$ cat config.mk
export PLATFORM = sky130hd
export DESIGN_NAME = m6502_cpu
export DESIGN_NICKNAME = d
export VERILOG_FILES = /design/src/rtl/m6502_pkg.sv /design/src/rtl/m6502_cpu.sv /design/src/rtl/m6502_addr_unit.sv /design/src/rtl/m6502_alu.sv
export SDC_FILE = /design/constraint.sdc
export NUM_CORES = 1
export LEC_CHECK = 0
export ABC_AREA = 1
export BUFFER_PORTS_ARGS = -buffer_cell sky130_fd_sc_hd__buf_2
export CAP_MARGIN = 20
export CORE_MARGIN = 3
export CORE_UTILIZATION = 50
export DETAILED_ROUTE_END_ITERATION = 8
export GPL_TIMING_DRIVEN = 0
export PLACE_DENSITY = 0.66
export SLEW_MARGIN = 20
export SYNTH_ARGS = -nofsm -noshare
export SYNTH_HDL_FRONTEND = slang
export SYNTH_SLANG_ARGS = --single-unit
export TNS_END_PERCENT = 1
$ cat constraint.sdc
create_clock -name clk -period 9.5 [get_ports clk]
set_input_delay 1.425 -clock clk [delete_from_list [all_inputs] [get_ports clk]]
set_output_delay 1.425 -clock clk [all_outputs]
set_load 0.005 [all_outputs]
$ cat src/rtl/m6502_pkg.sv
package m6502_pkg;

   typedef enum logic [2:0]
   {
      FS_WAIT,
      FS_RESET,
      FS_FETCH,
      FS_EXECUTE,
      FS_EXECUTE_WAIT
   } fetch_state_t;

   typedef enum logic [3:0]
   {
      MODE_IDLE,
      MODE_RESET,
      MODE_IMM,
      MODE_Z,
      MODE_Z_X,
      MODE_Z_Y,
      MODE_ABS,
      MODE_ABS_X,
      MODE_ABS_Y,
      MODE_IND_X,
      MODE_IND_Y
   } addr_mode_t;

   typedef enum logic [1:0]
   {
      LS_NOTHING,
      LS_LOAD,
      LS_STORE
   } load_store_t;

   typedef enum logic [1:0]
   {
      ALU_UPDATE,
      ALU_OR,
      ALU_CMP
   } alu_op_t;

   typedef enum logic [2:0]
   {
      OP_NOP,
      OP_LD,
      OP_ORA,
      OP_CMP,
      OP_BRANCH,
      OP_LDX,
      OP_LDY
   } cpu_op_t;

   localparam logic [15:0] RESET_VECTOR = 16'hFFFC;
   localparam int          MEM_WAIT     = 1;
   localparam int          MEM_CNT_W    = (MEM_WAIT > 0) ? $clog2(MEM_WAIT + 1) : 1;

endpackage
$ cat src/rtl/m6502_cpu.sv
`timescale 1ns/1ps

module m6502_cpu import m6502_pkg::*;
(
   input  logic        clk,
   input  logic        reset_n,
   output logic [15:0] addr,
   input  logic [7:0]  rd_data,
   output logic [7:0]  wr_data,
   output logic        wr_en,
   output logic        rd_req,
   input  logic        ready
);

   fetch_state_t state;
   logic [15:0]  pc;
   logic [15:0]  pc_op;
   logic [15:0]  next_pc;
   logic [15:0]  branch_offset;
   logic [1:0]   inst_len;
   logic [7:0]   ir;
   logic [7:0]   a;
   logic [7:0]   x;
   logic [7:0]   y;
   logic         fetch_rd_req;
   logic         taken;
   logic         wb_pending;

   addr_mode_t   mode;
   cpu_op_t      op;
   load_store_t  load_store;
   logic         start;
   addr_mode_t   dec_mode;
   cpu_op_t      dec_op;
   load_store_t  dec_ls;

   logic [15:0]  bus_addr;
   logic         bus_rd_req;
   logic [15:0]  vector;
   logic [7:0]   operand;
   logic         done;

   logic         alu_proceed;
   alu_op_t      alu_op;
   logic [7:0]   alu_in_a;
   logic [7:0]   alu_out;
   logic         flag_c;
   logic         flag_z;
   logic         flag_v;
   logic         flag_n;

   // Opcode format aaabbbcc
   always_comb
   begin
      dec_mode = MODE_IDLE;
      dec_op   = OP_NOP;
      dec_ls   = LS_NOTHING;
      if (ir[1:0] == 2'b01)
      begin
         case (ir[7:5])
            3'b000:  dec_op = OP_ORA;
            3'b101:  dec_op = OP_LD;
            3'b110:  dec_op = OP_CMP;
            default: dec_op = OP_NOP;
         endcase
         if (ir[7:5] == 3'b100)
            dec_ls = LS_STORE;                          // STA
         else if (dec_op != OP_NOP)
            dec_ls = LS_LOAD;
         if (dec_ls != LS_NOTHING)
         begin
            case (ir[4:2])
               3'd0:    dec_mode = MODE_IND_X;
               3'd1:    dec_mode = MODE_Z;
               3'd2:    dec_mode = MODE_IMM;
               3'd3:    dec_mode = MODE_ABS;
               3'd4:    dec_mode = MODE_IND_Y;
               3'd5:    dec_mode = MODE_Z_X;
               3'd6:    dec_mode = MODE_ABS_Y;
               default: dec_mode = MODE_ABS_X;
            endcase
         end
      end
      else if (ir[4:0] == 5'b10000)
      begin
         dec_op   = OP_BRANCH;
         dec_mode = MODE_IMM;
         dec_ls   = LS_LOAD;
      end
      else if (ir == 8'hA2 || ir == 8'hA0)
      begin
         dec_op   = (ir[1]) ? OP_LDX : OP_LDY;
         dec_mode = MODE_IMM;
         dec_ls   = LS_LOAD;
      end
   end

   always_comb
   begin
      case (ir[7:5])
         3'b000:  taken = !flag_n;                      // BPL
         3'b001:  taken = flag_n;                       // BMI
         3'b010:  taken = !flag_v;                      // BVC
         3'b011:  taken = flag_v;                       // BVS
         3'b100:  taken = !flag_c;                      // BCC
         3'b101:  taken = flag_c;                       // BCS
         3'b110:  taken = !flag_z;                      // BNE
         default: taken = flag_z;                       // BEQ
      endcase
   end

   always_comb
   begin
      case (mode)
         MODE_ABS, MODE_ABS_X, MODE_ABS_Y: inst_len = 2'd3;
         MODE_IDLE:                        inst_len = 2'd1;
         default:                          inst_len = 2'd2;
      endcase
   end

   assign pc_op         = pc + 16'd1;
   assign branch_offset = taken ? {{8{operand[7]}}, operand} : 16'd0;

   always_comb
   begin
      if (mode == MODE_RESET)
         next_pc = vector;
      else if (op == OP_BRANCH)
         next_pc = pc + 16'd2 + branch_offset;
      else
         next_pc = pc + {14'd0, inst_len};
   end

   always_ff @(posedge clk)
   begin
      fetch_rd_req <= 1'b0;
      start        <= 1'b0;
      wb_pending   <= 1'b0;
      if (!reset_n)
      begin
         state      <= FS_WAIT;
         mode       <= MODE_IDLE;
         op         <= OP_NOP;
         load_store <= LS_NOTHING;
         a          <= 8'h00;
         x          <= 8'h00;
         y          <= 8'h00;
      end
      else
      begin
         case (state)
            FS_WAIT:
               state <= FS_RESET;
            FS_RESET:
            begin
               mode       <= MODE_RESET;                // Vector read
               op         <= OP_NOP;
               load_store <= LS_LOAD;
               start      <= 1'b1;
               state      <= FS_EXECUTE_WAIT;
            end
            FS_FETCH:
               if (ready && !fetch_rd_req)
               begin
                  ir    <= rd_data;
                  state <= FS_EXECUTE;
               end
            FS_EXECUTE:
            begin
               mode       <= dec_mode;
               op         <= dec_op;
               load_store <= dec_ls;
               start      <= 1'b1;
               state      <= FS_EXECUTE_WAIT;
            end
            FS_EXECUTE_WAIT:
               if (done)
               begin
                  pc           <= next_pc;
                  fetch_rd_req <= 1'b1;
                  wb_pending   <= 1'b1;
                  state        <= FS_FETCH;
               end
            default:
               state <= FS_WAIT;
         endcase
         // ALU result lands one cycle after done, during the next fetch
         if (wb_pending)
         begin
            case (op)
               OP_LD, OP_ORA: a <= alu_out;
               OP_LDX:        x <= alu_out;
               OP_LDY:        y <= alu_out;
               default:       a <= a;
            endcase
         end
      end
   end

   assign addr   = fetch_rd_req ? pc : bus_addr;
   assign rd_req = fetch_rd_req | bus_rd_req;

   m6502_addr_unit addr_unit
   (
      .clk         (clk),
      .reset_n     (reset_n),
      .ready       (ready),
      .rd_data     (rd_data),
      .start       (start),
      .mode        (mode),
      .op          (op),
      .load_store  (load_store),
      .pc_op       (pc_op),
      .x           (x),
      .y           (y),
      .write_data  (a),
      .bus_addr    (bus_addr),
      .bus_rd_req  (bus_rd_req),
      .bus_wr_en   (wr_en),
      .bus_wr_data (wr_data),
      .alu_proceed (alu_proceed),
      .alu_op      (alu_op),
      .alu_in_a    (alu_in_a),
      .a           (a),
      .operand     (operand),
      .vector      (vector),
      .done        (done)
   );

   m6502_alu alu
   (
      .clk     (clk),
      .reset_n (reset_n),
      .proceed (alu_proceed),
      .op      (alu_op),
      .in_a    (alu_in_a),
      .in_b    (operand),
      .out     (alu_out),
      .flag_c  (flag_c),
      .flag_z  (flag_z),
      .flag_v  (flag_v),
      .flag_n  (flag_n)
   );

endmodule

$ cat src/rtl/m6502_addr_unit.sv
`timescale 1ns/1ps

module m6502_addr_unit import m6502_pkg::*;
(
   input  logic        clk,
   input  logic        reset_n,
   input  logic        ready,
   input  logic [7:0]  rd_data,
   input  logic        start,
   input  addr_mode_t  mode,
   input  cpu_op_t     op,
   input  load_store_t load_store,
   input  logic [15:0] pc_op,
   input  logic [7:0]  x,
   input  logic [7:0]  y,
   input  logic [7:0]  write_data,
   output logic [15:0] bus_addr,
   output logic        bus_rd_req,
   output logic        bus_wr_en,
   output logic [7:0]  bus_wr_data,
   output logic        alu_proceed,
   output alu_op_t     alu_op,
   output logic [7:0]  alu_in_a,
   input  logic [7:0]  a,
   output logic [7:0]  operand,
   output logic [15:0] vector,
   output logic        done
);

   typedef enum logic [3:0]
   {
      S_IDLE,
      S_VEC_LO,
      S_VEC_HI,
      S_ZP,
      S_ABS_LO,
      S_ABS_HI,
      S_IND,
      S_PTR_LO,
      S_PTR_HI,
      S_FINAL
   } step_t;

   step_t       step;
   logic [7:0]  lo;
   logic [7:0]  index;
   logic [7:0]  ptr;
   logic [15:0] eff_addr;
   logic        data_ok;

   // Read data is valid once ready is back and no request is in this cycle
   assign data_ok = ready && !bus_rd_req;

   always_comb
   begin
      case (mode)
         MODE_Z_X, MODE_ABS_X:             index = x;
         MODE_Z_Y, MODE_ABS_Y, MODE_IND_Y: index = y;
         default:                          index = 8'h00;
      endcase
   end

   assign ptr = rd_data + ((mode == MODE_IND_X) ? x : 8'h00);   // Stays in page 0

   always_comb
   begin
      if (step == S_ZP)
         eff_addr = {8'h00, rd_data + index};          // Zero page wrap
      else
         eff_addr = {rd_data, lo} + {8'h00, index};
   end

   always_ff @(posedge clk)
   begin
      bus_rd_req  <= 1'b0;
      bus_wr_en   <= 1'b0;
      alu_proceed <= 1'b0;
      done        <= 1'b0;
      if (!reset_n)
      begin
         step <= S_IDLE;
      end
      else
      begin
         case (step)
            S_IDLE:
               if (start)
               begin
                  if (mode == MODE_IDLE)
                     done <= 1'b1;
                  else
                  begin
                     bus_rd_req <= 1'b1;
                     bus_addr   <= (mode == MODE_RESET) ? RESET_VECTOR : pc_op;
                     case (mode)
                        MODE_RESET:                       step <= S_VEC_LO;
                        MODE_IMM:                         step <= S_FINAL;
                        MODE_Z, MODE_Z_X, MODE_Z_Y:       step <= S_ZP;
                        MODE_ABS, MODE_ABS_X, MODE_ABS_Y: step <= S_ABS_LO;
                        default:                          step <= S_IND;
                     endcase
                  end
               end
            S_VEC_LO, S_ABS_LO:
               if (data_ok)
               begin
                  lo         <= rd_data;
                  bus_rd_req <= 1'b1;
                  bus_addr   <= (step == S_VEC_LO) ? bus_addr + 16'd1 : pc_op + 16'd1;
                  step       <= (step == S_VEC_LO) ? S_VEC_HI : S_ABS_HI;
               end
            S_VEC_HI:
               if (data_ok)
               begin
                  vector <= {rd_data, lo};
                  done   <= 1'b1;
                  step   <= S_IDLE;
               end
            S_IND:
               if (data_ok)
               begin
                  bus_addr   <= {8'h00, ptr};
                  bus_rd_req <= 1'b1;
                  step       <= S_PTR_LO;
               end
            S_PTR_LO:
               if (data_ok)
               begin
                  lo         <= rd_data;
                  bus_addr   <= {8'h00, bus_addr[7:0] + 8'd1};   // High byte also in page 0
                  bus_rd_req <= 1'b1;
                  step       <= S_PTR_HI;
               end
            S_ZP, S_ABS_HI, S_PTR_HI:
               if (data_ok)
               begin
                  bus_addr <= eff_addr;
                  if (load_store == LS_STORE)
                  begin
                     bus_wr_en   <= 1'b1;
                     bus_wr_data <= write_data;
                     done        <= 1'b1;                // Write finishes this cycle
                     step        <= S_IDLE;
                  end
                  else
                  begin
                     bus_rd_req <= 1'b1;
                     step       <= S_FINAL;
                  end
               end
            S_FINAL:
               if (data_ok)
               begin
                  operand <= rd_data;
                  done    <= 1'b1;
                  step    <= S_IDLE;
                  case (op)
                     OP_LD, OP_LDX, OP_LDY:
                     begin
                        alu_proceed <= 1'b1;
                        alu_op      <= ALU_UPDATE;
                        alu_in_a    <= rd_data;
                     end
                     OP_ORA, OP_CMP:
                     begin
                        alu_proceed <= 1'b1;
                        alu_op      <= (op == OP_ORA) ? ALU_OR : ALU_CMP;
                        alu_in_a    <= a;
                     end
                     default:
                        alu_proceed <= 1'b0;             // Branch offset only
                  endcase
               end
            default:
               step <= S_IDLE;
         endcase
      end
   end

endmodule

$ cat src/rtl/m6502_alu.sv
`timescale 1ns/1ps

module m6502_alu import m6502_pkg::*;
(
   input  logic       clk,
   input  logic       reset_n,
   input  logic       proceed,
   input  alu_op_t    op,
   input  logic [7:0] in_a,
   input  logic [7:0] in_b,
   output logic [7:0] out,
   output logic       flag_c,
   output logic       flag_z,
   output logic       flag_v,
   output logic       flag_n
);

   logic [8:0] diff;
   logic [7:0] result;

   assign diff = {1'b0, in_a} - {1'b0, in_b};

   always_comb
   begin
      case (op)
         ALU_OR:  result = in_a | in_b;
         ALU_CMP: result = diff[7:0];
         default: result = in_a;                  // Plain load
      endcase
   end

   always_ff @(posedge clk)
   begin
      if (!reset_n)
      begin
         flag_c <= 1'b0;
         flag_z <= 1'b0;
         flag_n <= 1'b0;
      end
      else if (proceed)
      begin
         out    <= result;
         flag_z <= (result == 8'h00);
         flag_n <= result[7];
         if (op == ALU_CMP)
            flag_c <= !diff[8];                 // No borrow, in_a >= in_b
      end
   end

   // No ADC/SBC here, so overflow never sets
   assign flag_v = 1'b0;

endmodule

==> results.md, run 1 <==
- Antenna-violating nets left: 0
- Setup WS post-layout: 5.45 ns
- # H-tree levels: 4
- Global routing met3 resource utilization: 4.66%
- Clk slew on worst S/H paths: 0.07 ns
- # fillers: 2,022
- Skew final: 0.00744 ns
- Synth cell types: 52
- Post-CTS Hold Buffers: 0
- TritonCTS buffer count: 17
- Core box area: 21,100 µm²
- Multi-input gate area: 5900 µm²
- Worst slack at placement: 5.50 ns
- WP data required: 9.69 ns
- Syn_area_per_cell: 7.39 µm²
- Mapped Area: 10,800 µm²
- Via-to-Cell Ratio: 5.57
- Min-delay src: a[0]
- Largest area contributor in the netlist: edfxtp_1
- Yosys reg bits: 151
- Initial core utilization: 51.1%
- Post-route setup TNS: 0 ns
- VDD IR max: 0.113 mV
- Share of cells above drive strength 1: 9.76%
- Ys flop type: edfxtp_1
- Met1 Usage GRT: 36.5%
- Most common cell after layout, fill and taps aside: nand2_1
- I/O pin cnt: 37
- Synthesized netlist net count: 1,550
- DIE AREA: 23,300 µm²
- Outcome: completed
- Cts repair resizes: 0
- Tightest Pin Transition: 1.03 ns
- Biggest registers after layout: addr_unit.bus_addr x16, addr_unit.vector x16, pc x16
- Register area: 4000 µm²
- CP startpoint: ir[5]
- Die X-Extent: 153 µm
- Syn. warnings: 0
- Critical path type: register to register
- Post-CTS setup buffers: 0
- Layout Area Growth over Synthesis: 10.5%
- F_max: 247 MHz
- Overall Global Routing Usage: 27.1%
- Final Hold Vio Count: 0
- Slew margin rel.: 30.9%
- CP Capture Type: register
- Setup crit end: pc[11]
- Largest net degree at the start of global routing: 17
- Setup violators final: 0
- Reg-to-reg endpoint: pc[11]
- DR iter-0 viols: 802
- First-pass DRT Iterations: 6
- DP Wirelength: 24,800 µm
- Leakage power: 5.35 nW
- Yosys top cell area share: 27.3%
- Max-slew violations: 0
- Synth top area cells: edfxtp_1 (27%), nand2_1 (12%), dfxtp_1 (9.9%)
- Cells after synthesis: 1,457
- Clk sinks: 151
- Hold WC Path Type: register to register
- Global-route wire length before repair: 50,200 µm
- Worst-skew pair later-pin latency: 0.44 ns
- Initial antenna violation count: 0
- # DRC: 0
- Final core occ: 56.4%
- Fin crit period: 4.05 ns
- Antenna Diode Count: 0
- Vias in the first global route: 9,384
- Most frequent cells in the layout: nand2_1 (330), inv_1 (189), nor2_1 (164), o21ai_0 (125), nand3_1 (108)
- Gpl congestion: 0.957
- Power Density: 180 nW/µm²
- Die H: 153 µm
- Share of the yosys chip area belonging to registers: 37.2%
- Crit-path max FO: 6
- WL final: 31,800 µm
- Met2 global-route usage: 46.2%
- Ys async rst share: 0%
- R2r setup slk: 5.45 ns
- Layer with the highest usage: met2
- CTS tree: done
- Port Buf Inserts: 36
- Max cap viols: 0
- Crit share post-route: 42.6%
- Core Rows: 53
- Worst setup SP type: register
- CP arrival: 4.24 ns
- Clock buffer depth: 2
- Crit Reg-Reg Startpoint: ir[5]
- R2R depth: 19
- Fin nets: 1,607
- Number of flops mapped to enable cells by yosys: 98
- DR vias: 10,000
- Clock Tree Root: clkbuf_16
- GRT overflow: 0
- Routed length per placed instance: 17.7 µm
- RSZ-0062 raised after global routing: false
-- critical path, cell delays in order (launching register included) --
cell	delay, ns
edfxtp_1	0.43
inv_1	0.12
nand2_1	0.10
nor2_1	0.33
o21ai_0	0.14
nand4_1	0.29
nand2_1	0.21
nor2_1	0.16
ha_1	0.18
ha_1	0.14
inv_1	0.06
fa_1	0.41
o21ai_0	0.46
a31oi_1	0.22
nor2_1	0.19
nor2_1	0.05
nand2_1	0.06
nand3_1	0.09
nand3_1	0.09
nand2_1	0.05
-- where the power goes --
part           leakage (nW)  internal (W)  switching (W)
combinational          3.77      0.000212       0.000446
clock                 0.282      0.000346       0.000313
sequential             1.30      0.000784      0.0000405
-- cells in the mapped netlist (8+ instances only) --
| master | count |
|---|---|
| nand2_1 | 330 |
| inv_1 | 189 |
| nor2_1 | 165 |
| o21ai_0 | 125 |
| nand3_1 | 108 |
| edfxtp_1 | 98 |
| a21oi_1 | 86 |
| ha_1 | 76 |
| dfxtp_1 | 53 |
| nand4_1 | 25 |
| clkbuf_1 | 19 |
| nand2_2 | 15 |
| xor2_1 | 15 |
| inv_2 | 14 |
| nor3_1 | 14 |
| a31oi_1 | 11 |
| nor2_4 | 10 |
| a211oi_1 | 9 |
| nor2_2 | 8 |
-- per-stage QoR --
stage               hold WS, ns  total power [W]  cells  instance area, µm²
global route              0.472          0.00225   1802               11900
finish                    0.468          0.00214   1802               11900
CTS                       0.472          0.00214   1802               11900
detailed placement        0.443          0.00149   1770               11300
global placement          0.450          0.00147   1768               11300
floorplan                 0.419          0.00127   1457               10800
-- area by class of cell --
type                       count  share of cell area (%)
clock buffer                  17                    3.58
inverter                     203                    6.40
multi-input combinational   1077                    49.6
buffer                        26                    1.06
clock inverter                15                    1.14
timing repair buffer          38                    1.70
tap                          275                    2.89
sequential                   151                    33.7
-- per-layer routing --
metal / part of all wire, % / up-vias
li1: - / 4998
met1: 43 / 4669
met2: 49 / 341
met3: 6.8 / 36
met4: 1.7 / 0
met5: 0 / -
-- cell families after synthesis --
family | count (synthesis) | share of synthesized area [%]
xor gates and xnor gates | 20 | 1.63
and+or+nand+nor | 695 | 28.2
AOI/OAI and AO/OA | 278 | 14.6
DFF | 151 | 37.2
muxes | 2 | 0.209
buffers and inverters | 229 | 8.25
adders and majority gates | 82 | 9.94
-- worst min path at each step --
| stage | to | cells past startpoint |
|---|---|---|
| 4_1_cts | addr_unit.vector[7] | 0 |
| 3_5_place_dp | addr_unit.bus_wr_data[0] | 0 |
| 3_3_place_gp | addr_unit.bus_wr_data[1] | 0 |
| 6_report | addr_unit.bus_wr_data[0] | 0 |
| 2_1_floorplan | addr_unit.bus_wr_data[0] | 0 |
| 5_1_grt | addr_unit.vector[4] | 0 |
Power figures use the tool's default switching activity.
==> run 2: changes to the inputs <==
PLACE_DENSITY = 0.69   (was 0.66)
clock period = 3.6 ns   (was 9.5 ns; I/O delays follow)
==> run 2 against run 1 <==
  * Hold slack lost 0.022 ns
  * Clock power grew to 2.8 times the previous value
  * Final cell count is essentially flat
  * Total power increased to 2.7 times the previous value
  * Highest routed layer unchanged
==> results.md, run 2 (same netlist as run 1, synthesis figures left out) <==
- Outcome: completed
- Max cap viols: 0
- Global-route wire length before repair: 49,900 µm
- WP data required: 3.78 ns
- Critical path cell sequence: inv_1 -> nand2_2 -> nor2_4 -> o21ai_0 -> nand4_1 -> nand2_2 -> nor2_1 -> ha_1 -> ha_1 -> a21oi_1 -> o21ai_2 -> a21oi_2 -> inv_1 -> nand2_1 -> nand2_1 -> nand2_1 -> nand3_1 -> nand3_1 -> nand2_1 -> nand2_1 -> nand2_1
- Reg-to-reg endpoint: pc[12]
- Clock Tree Root: clkbuf_16
- Core box area: 21,100 µm²
- Share of cells above drive strength 1: 10.6%
- Tot Pwr: 0.00576 W
- Critical Path Most Common Cell: nand2_1
- WL final: 31,700 µm
- Initial core utilization: 51.1%
- R2R depth: 21
- Fin crit period: 3.35 ns
- Vias in the first global route: 9,390
- Crit share post-route: 93.2%
- Worst slack at placement: -0.238 ns
- Fin nets: 1,608
- Layout Area Growth over Synthesis: 11.7%
- Gpl congestion: 0.955
- Skew final: 0.0131 ns
- CP Capture Type: register
- Most common cell after layout, fill and taps aside: nand2_1
- RSZ-0062 raised after global routing: true
- VDD IR max: 0.306 mV
- Hold WC Path Type: input port to register
- Slew margin rel.: 36.9%
- Routed length per placed instance: 17.6 µm
- Worst setup SP type: register
- # H-tree levels: 4
- Port Buf Inserts: 36
- Clk slew on worst S/H paths: 0.07 ns
- GRT overflow: 0
- TritonCTS buffer count: 17
- # fillers: 2,032
- Hold slack: 0.446 ns
- Antenna-violating nets left: 0
- Worst stage delay on the critical path: 0.40 ns
- R2r setup slk: 0.25 ns
- Clock buffer depth: 2
- Leakage power: 5.38 nW
- Setup crit end: pc[12]
- Overall Global Routing Usage: 26.7%
- Most frequent cells in the layout: nand2_1 (328), inv_1 (188), nor2_1 (161), o21ai_0 (117), nand3_1 (107)
- DIE AREA: 23,300 µm²
- Clk sinks: 151
- Crit-path max FO: 6
- Via-to-Cell Ratio: 5.64
- CP arrival: 3.54 ns
- Post-route setup TNS: 0 ns
- Register area: 4000 µm²
- Worst-skew pair later-pin latency: 0.43 ns
- Final Hold Vio Count: 0
- Critical path type: register to register
- Post-CTS Hold Buffers: 0
- Largest net degree at the start of global routing: 17
- Biggest registers after layout: addr_unit.bus_addr x16, addr_unit.vector x16, pc x16
- Die H: 153 µm
- DR vias: 10,200
- CTS tree: done
- CP startpoint: ir[5]
- Setup violators final: 0
- Cell area after layout: 12,000 µm²
- Tightest Pin Transition: 0.947 ns
- Core Rows: 53
- DP Wirelength: 24,400 µm
- Power Density: 479 nW/µm²
- First-pass DRT Iterations: 6
- F_max: 298 MHz
- Antenna Diode Count: 0
- Critical path's slowest cell: edfxtp_1
- Setup WS post-layout: 0.245 ns
- # DRC: 0
- Placed inst area: 11,300 µm²
- I/O pin cnt: 37
- Crit Reg-Reg Startpoint: ir[5]
- Max-slew violations: 0
- Initial antenna violation count: 0
- Hold path cells: 3
- Multi-input gate area: 5970 µm²
- DR iter-0 viols: 878
- Die X-Extent: 153 µm
[run 2: cell types whose count changed in the layout (fill, tap and decap cells not counted), sizes merged]
cell | previous run | this run
buf | 45 | 46
clkbuf | 36 | 41
clkinv | 6 | 3
clkinvlp | 0 | 2
bufinv | 0 | 1
inv | 212 | 207
[run 2: final cells by class]
cell class	count	area share (%)
well taps	275	2.86
clock inverters	10	0.874
plain buffers	26	1.05
clock buffers	22	4.22
multi-input cells	1077	49.6
flip-flops and latches	151	33.3
repair buffers	39	1.75
inverters	203	6.34
[run 2: timing repair]
action,4_1_cts,5_1_grt
gates resized for setup,2,23
pin swaps,0,3
buffers inserted,0,2
setup endpoints to repair,8,20
[run 2: worst min path at each step]
stage	from	endpoint	slack (ns)
2_1_floorplan	a[0]	addr_unit.bus_wr_data[0]	0.42
3_3_place_gp	a[0]	addr_unit.bus_wr_data[0]	0.45
3_5_place_dp	a[1]	addr_unit.bus_wr_data[1]	0.46
4_1_cts	reset_n	state[0]	0.43
5_1_grt	ready	addr_unit.done	0.47
6_report	reset_n	state[0]	0.45
[run 2: per-layer routing]
| layer | vias up | part of all wire, % | wire [µm] | track usage (%) |
|---|---|---|---|---|
| li1 | 4990 | - | - | - |
| met1 | 4738 | 43 | 13700 | 37.0 |
| met2 | 388 | 47 | 14800 | 43.5 |
| met3 | 58 | 7.5 | 2360 | 3.95 |
| met4 | 0 | 2.5 | 801 | 8.44 |
| met5 | - | 0 | 0 | 0 |
[run 2: worst max-delay path, delay by kind of cell, from the launching register on]
| kind | cells | cell delay, ns |
|---|---|---|
| adder cells (fa/ha/maj) | 2 | 0.63 |
| buffers and inverters | 2 | 0.19 |
| flip-flops | 1 | 0.40 |
| AND/OR/NAND/NOR | 13 | 1.30 |
| AO/OA/AOI/OAI | 4 | 0.62 |
[run 2: power by group]
part / switching (W) / internal (W) / total (W)
sequential: 0.000103 / 0.00207 / 0.00217
combinational: 0.00118 / 0.000563 / 0.00174
clock: 0.000760 / 0.00109 / 0.00185
[run 2: metrics by stage]
stage	util [%]	instances
detailed placement	53.7	1769
CTS	56.7	1801
global placement	53.6	1768
global route	57.0	1803
finish	57.0	1803
floorplan	-	1457
==> run 3: changes to the inputs <==
CTS_CLUSTER_DIAMETER = 120   (was default)
REMOVE_ABC_BUFFERS = 1   (was default)
==> run 3 against run 2 <==
  * Clock skew up 0.0030 ns
  * Clock-buffer cell count down 5
  * Design area down 0.83%
  * Via count down 1.3%
  * Critical path type unchanged
  * Hold slack better by 0.012 ns
  * Largest power group unchanged
  * Register-to-register slack about the same
  * Clock power up 2%
  * Total power down 0.20%
  * Highest routed layer unchanged
  * Fmax down 0.39%
==> results.md, run 3 (same netlist as run 1, synthesis figures left out) <==
- Post-route setup TNS: 0 ns
- Worst-skew pair later-pin latency: 0.44 ns
- Cell area after layout: 11,900 µm²
- Max cap viols: 0
- Outcome: completed
- Final Non-Filler Cells: 1,781
- Slew margin rel.: 33.8%
- Port Buf Inserts: 36
- Skew final: 0.0161 ns
- Most frequent cells in the layout: nand2_1 (329), inv_1 (187), nor2_1 (163), o21ai_0 (118), nand3_1 (107)
- Met2 global-route usage: 44.6%
- Hold slack: 0.458 ns
- WP data required: 3.78 ns
- Register area: 4000 µm²
- Crit-path max FO: 4
- Overall Global Routing Usage: 26.4%
- Worst setup SP type: register
- RSZ-0062 raised after global routing: false
- Vias in the first global route: 9,365
- CTS tree: done
- Placed inst area: 11,200 µm²
- Post-CTS Hold Buffers: 0
- Met1 Usage GRT: 35.8%
- Biggest registers after layout: addr_unit.bus_addr x16, addr_unit.vector x16, pc x16
- Fin crit period: 3.37 ns
- WL final: 31,000 µm
- Die X-Extent: 153 µm
- I/O pin cnt: 37
- Clk sinks: 151
- CP arrival: 3.55 ns
- Global routing met3 resource utilization: 3.18%
- Initial antenna violation count: 0
- Clock buffer depth: 2
- Core box area: 21,100 µm²
- Clk slew on worst S/H paths: 0.07 ns
- Global-route wire length before repair: 49,300 µm
- Worst slack at placement: -0.219 ns
- Via-to-Cell Ratio: 5.64
- Multi-input gate area: 5960 µm²
- Antenna Diode Count: 0
- TritonCTS buffer count: 17
- Largest net degree at the start of global routing: 36
- VDD IR max: 0.366 mV
- Die H: 153 µm
- Layout Area Growth over Synthesis: 10.7%
- Initial core utilization: 51.1%
- Gpl congestion: 0.962
- CP Capture Type: register
- # H-tree levels: 4
- DR iter-0 viols: 736
- GRT overflow: 0
- DIE AREA: 23,300 µm²
- Layer with the highest usage: met2
- Final Hold Vio Count: 0
- Share of cells above drive strength 1: 10.5%
- Tightest Pin Transition: 0.993 ns
- Crit share post-route: 93.6%
- Critical path type: register to register
- Max-slew violations: 0
- Power Density: 482 nW/µm²
- R2r setup slk: 0.23 ns
- DP Wirelength: 23,400 µm
- First-pass DRT Iterations: 8
- Setup WS post-layout: 0.232 ns
- # DRC: 0
- Hold WC Path Type: register to register
- Core Rows: 53
- Routed length per placed instance: 17.4 µm
- F_max: 297 MHz
- Leakage power: 5.33 nW
- Setup violators final: 0
- # fillers: 2,031
- DR vias: 10,000
- Antenna-violating nets left: 0
- Post-Place Cells: 1,745
- Fin nets: 1,586
- Most common cell after layout, fill and taps aside: nand2_1
- Clock Tree Root: clkbuf_16
==> run 3: changes by cell type in the layout (fill, tap and decap cells not counted), sizes merged <==
| cell | previous run | this run |
|---|---|---|
| bufinv | 1 | 2 |
| inv | 207 | 209 |
| clkinv | 3 | 5 |
| clkbuf | 41 | 17 |
| buf | 46 | 43 |
==> run 3: timing repair <==
action / in CTS / in global routing
setup endpoints to repair: 8 / 15
gates resized for setup: 2 / 18
setup buffers: 1 / 2
pin swaps: 1 / 1
==> run 3: final cells by class <==
type / count / area share (%)
multi-input combinational: 1077 / 50.0
sequential: 151 / 33.6
inverter: 203 / 6.41
clock buffer: 17 / 3.57
tap: 275 / 2.89
timing repair buffer: 43 / 1.99
clock inverter: 15 / 1.61
==> run 3: metrics by stage <==
step | util, % | total power [W]
2_1_floorplan | - | 0.00331
4_1_cts | 56.2 | 0.00572
3_3_place_gp | 53.0 | 0.00379
5_1_grt | 56.6 | 0.00604
3_5_place_dp | 53.3 | 0.00386
6_report | 56.6 | 0.00575
==> run 3: per-layer routing <==
layer / wire [µm] / share of wire (%)
met1: 13900 / 45
met2: 14900 / 48
met3: 1500 / 4.8
met4: 681 / 2.2
met5: 0 / 0
==> run 3: worst max-delay path, stage by stage, from the launching register on <==
cell,delay [ns]
edfxtp_1,0.44
inv_1,0.10
nand2_1,0.12
nor2_4,0.14
o21ai_0,0.09
nand4_1,0.10
buf_4,0.16
nand3_1,0.09
ha_1,0.29
inv_1,0.06
ha_1,0.14
inv_1,0.07
fa_1,0.43
o21ai_2,0.25
a31oi_1,0.14
nor2_1,0.15
nor2_1,0.05
nand2_1,0.05
nand3_1,0.08
nand3_1,0.10
nand2_1,0.06
==> run 3: report_power, final <==
| group | internal, W | total, W | switching (W) |
|---|---|---|---|
| clock network | 0.00106 | 0.00189 | 0.000836 |
| registers | 0.00207 | 0.00217 | 0.000105 |
| logic | 0.000527 | 0.00169 | 0.00116 |
| total | 0.00365 | 0.00575 | 0.00210 |
==> run 3: worst paths after layout <==
| check | startpoint | to | cells past startpoint |
|---|---|---|---|
| worst min register to register | addr_unit.lo[7] | addr_unit.vector[7] | 0 |
| worst max register to register | ir[5] | pc[11] | 20 |
| worst min-delay path | addr_unit.lo[7] | addr_unit.vector[7] | 0 |
| worst max-delay path | ir[5] | pc[11] | 20 |
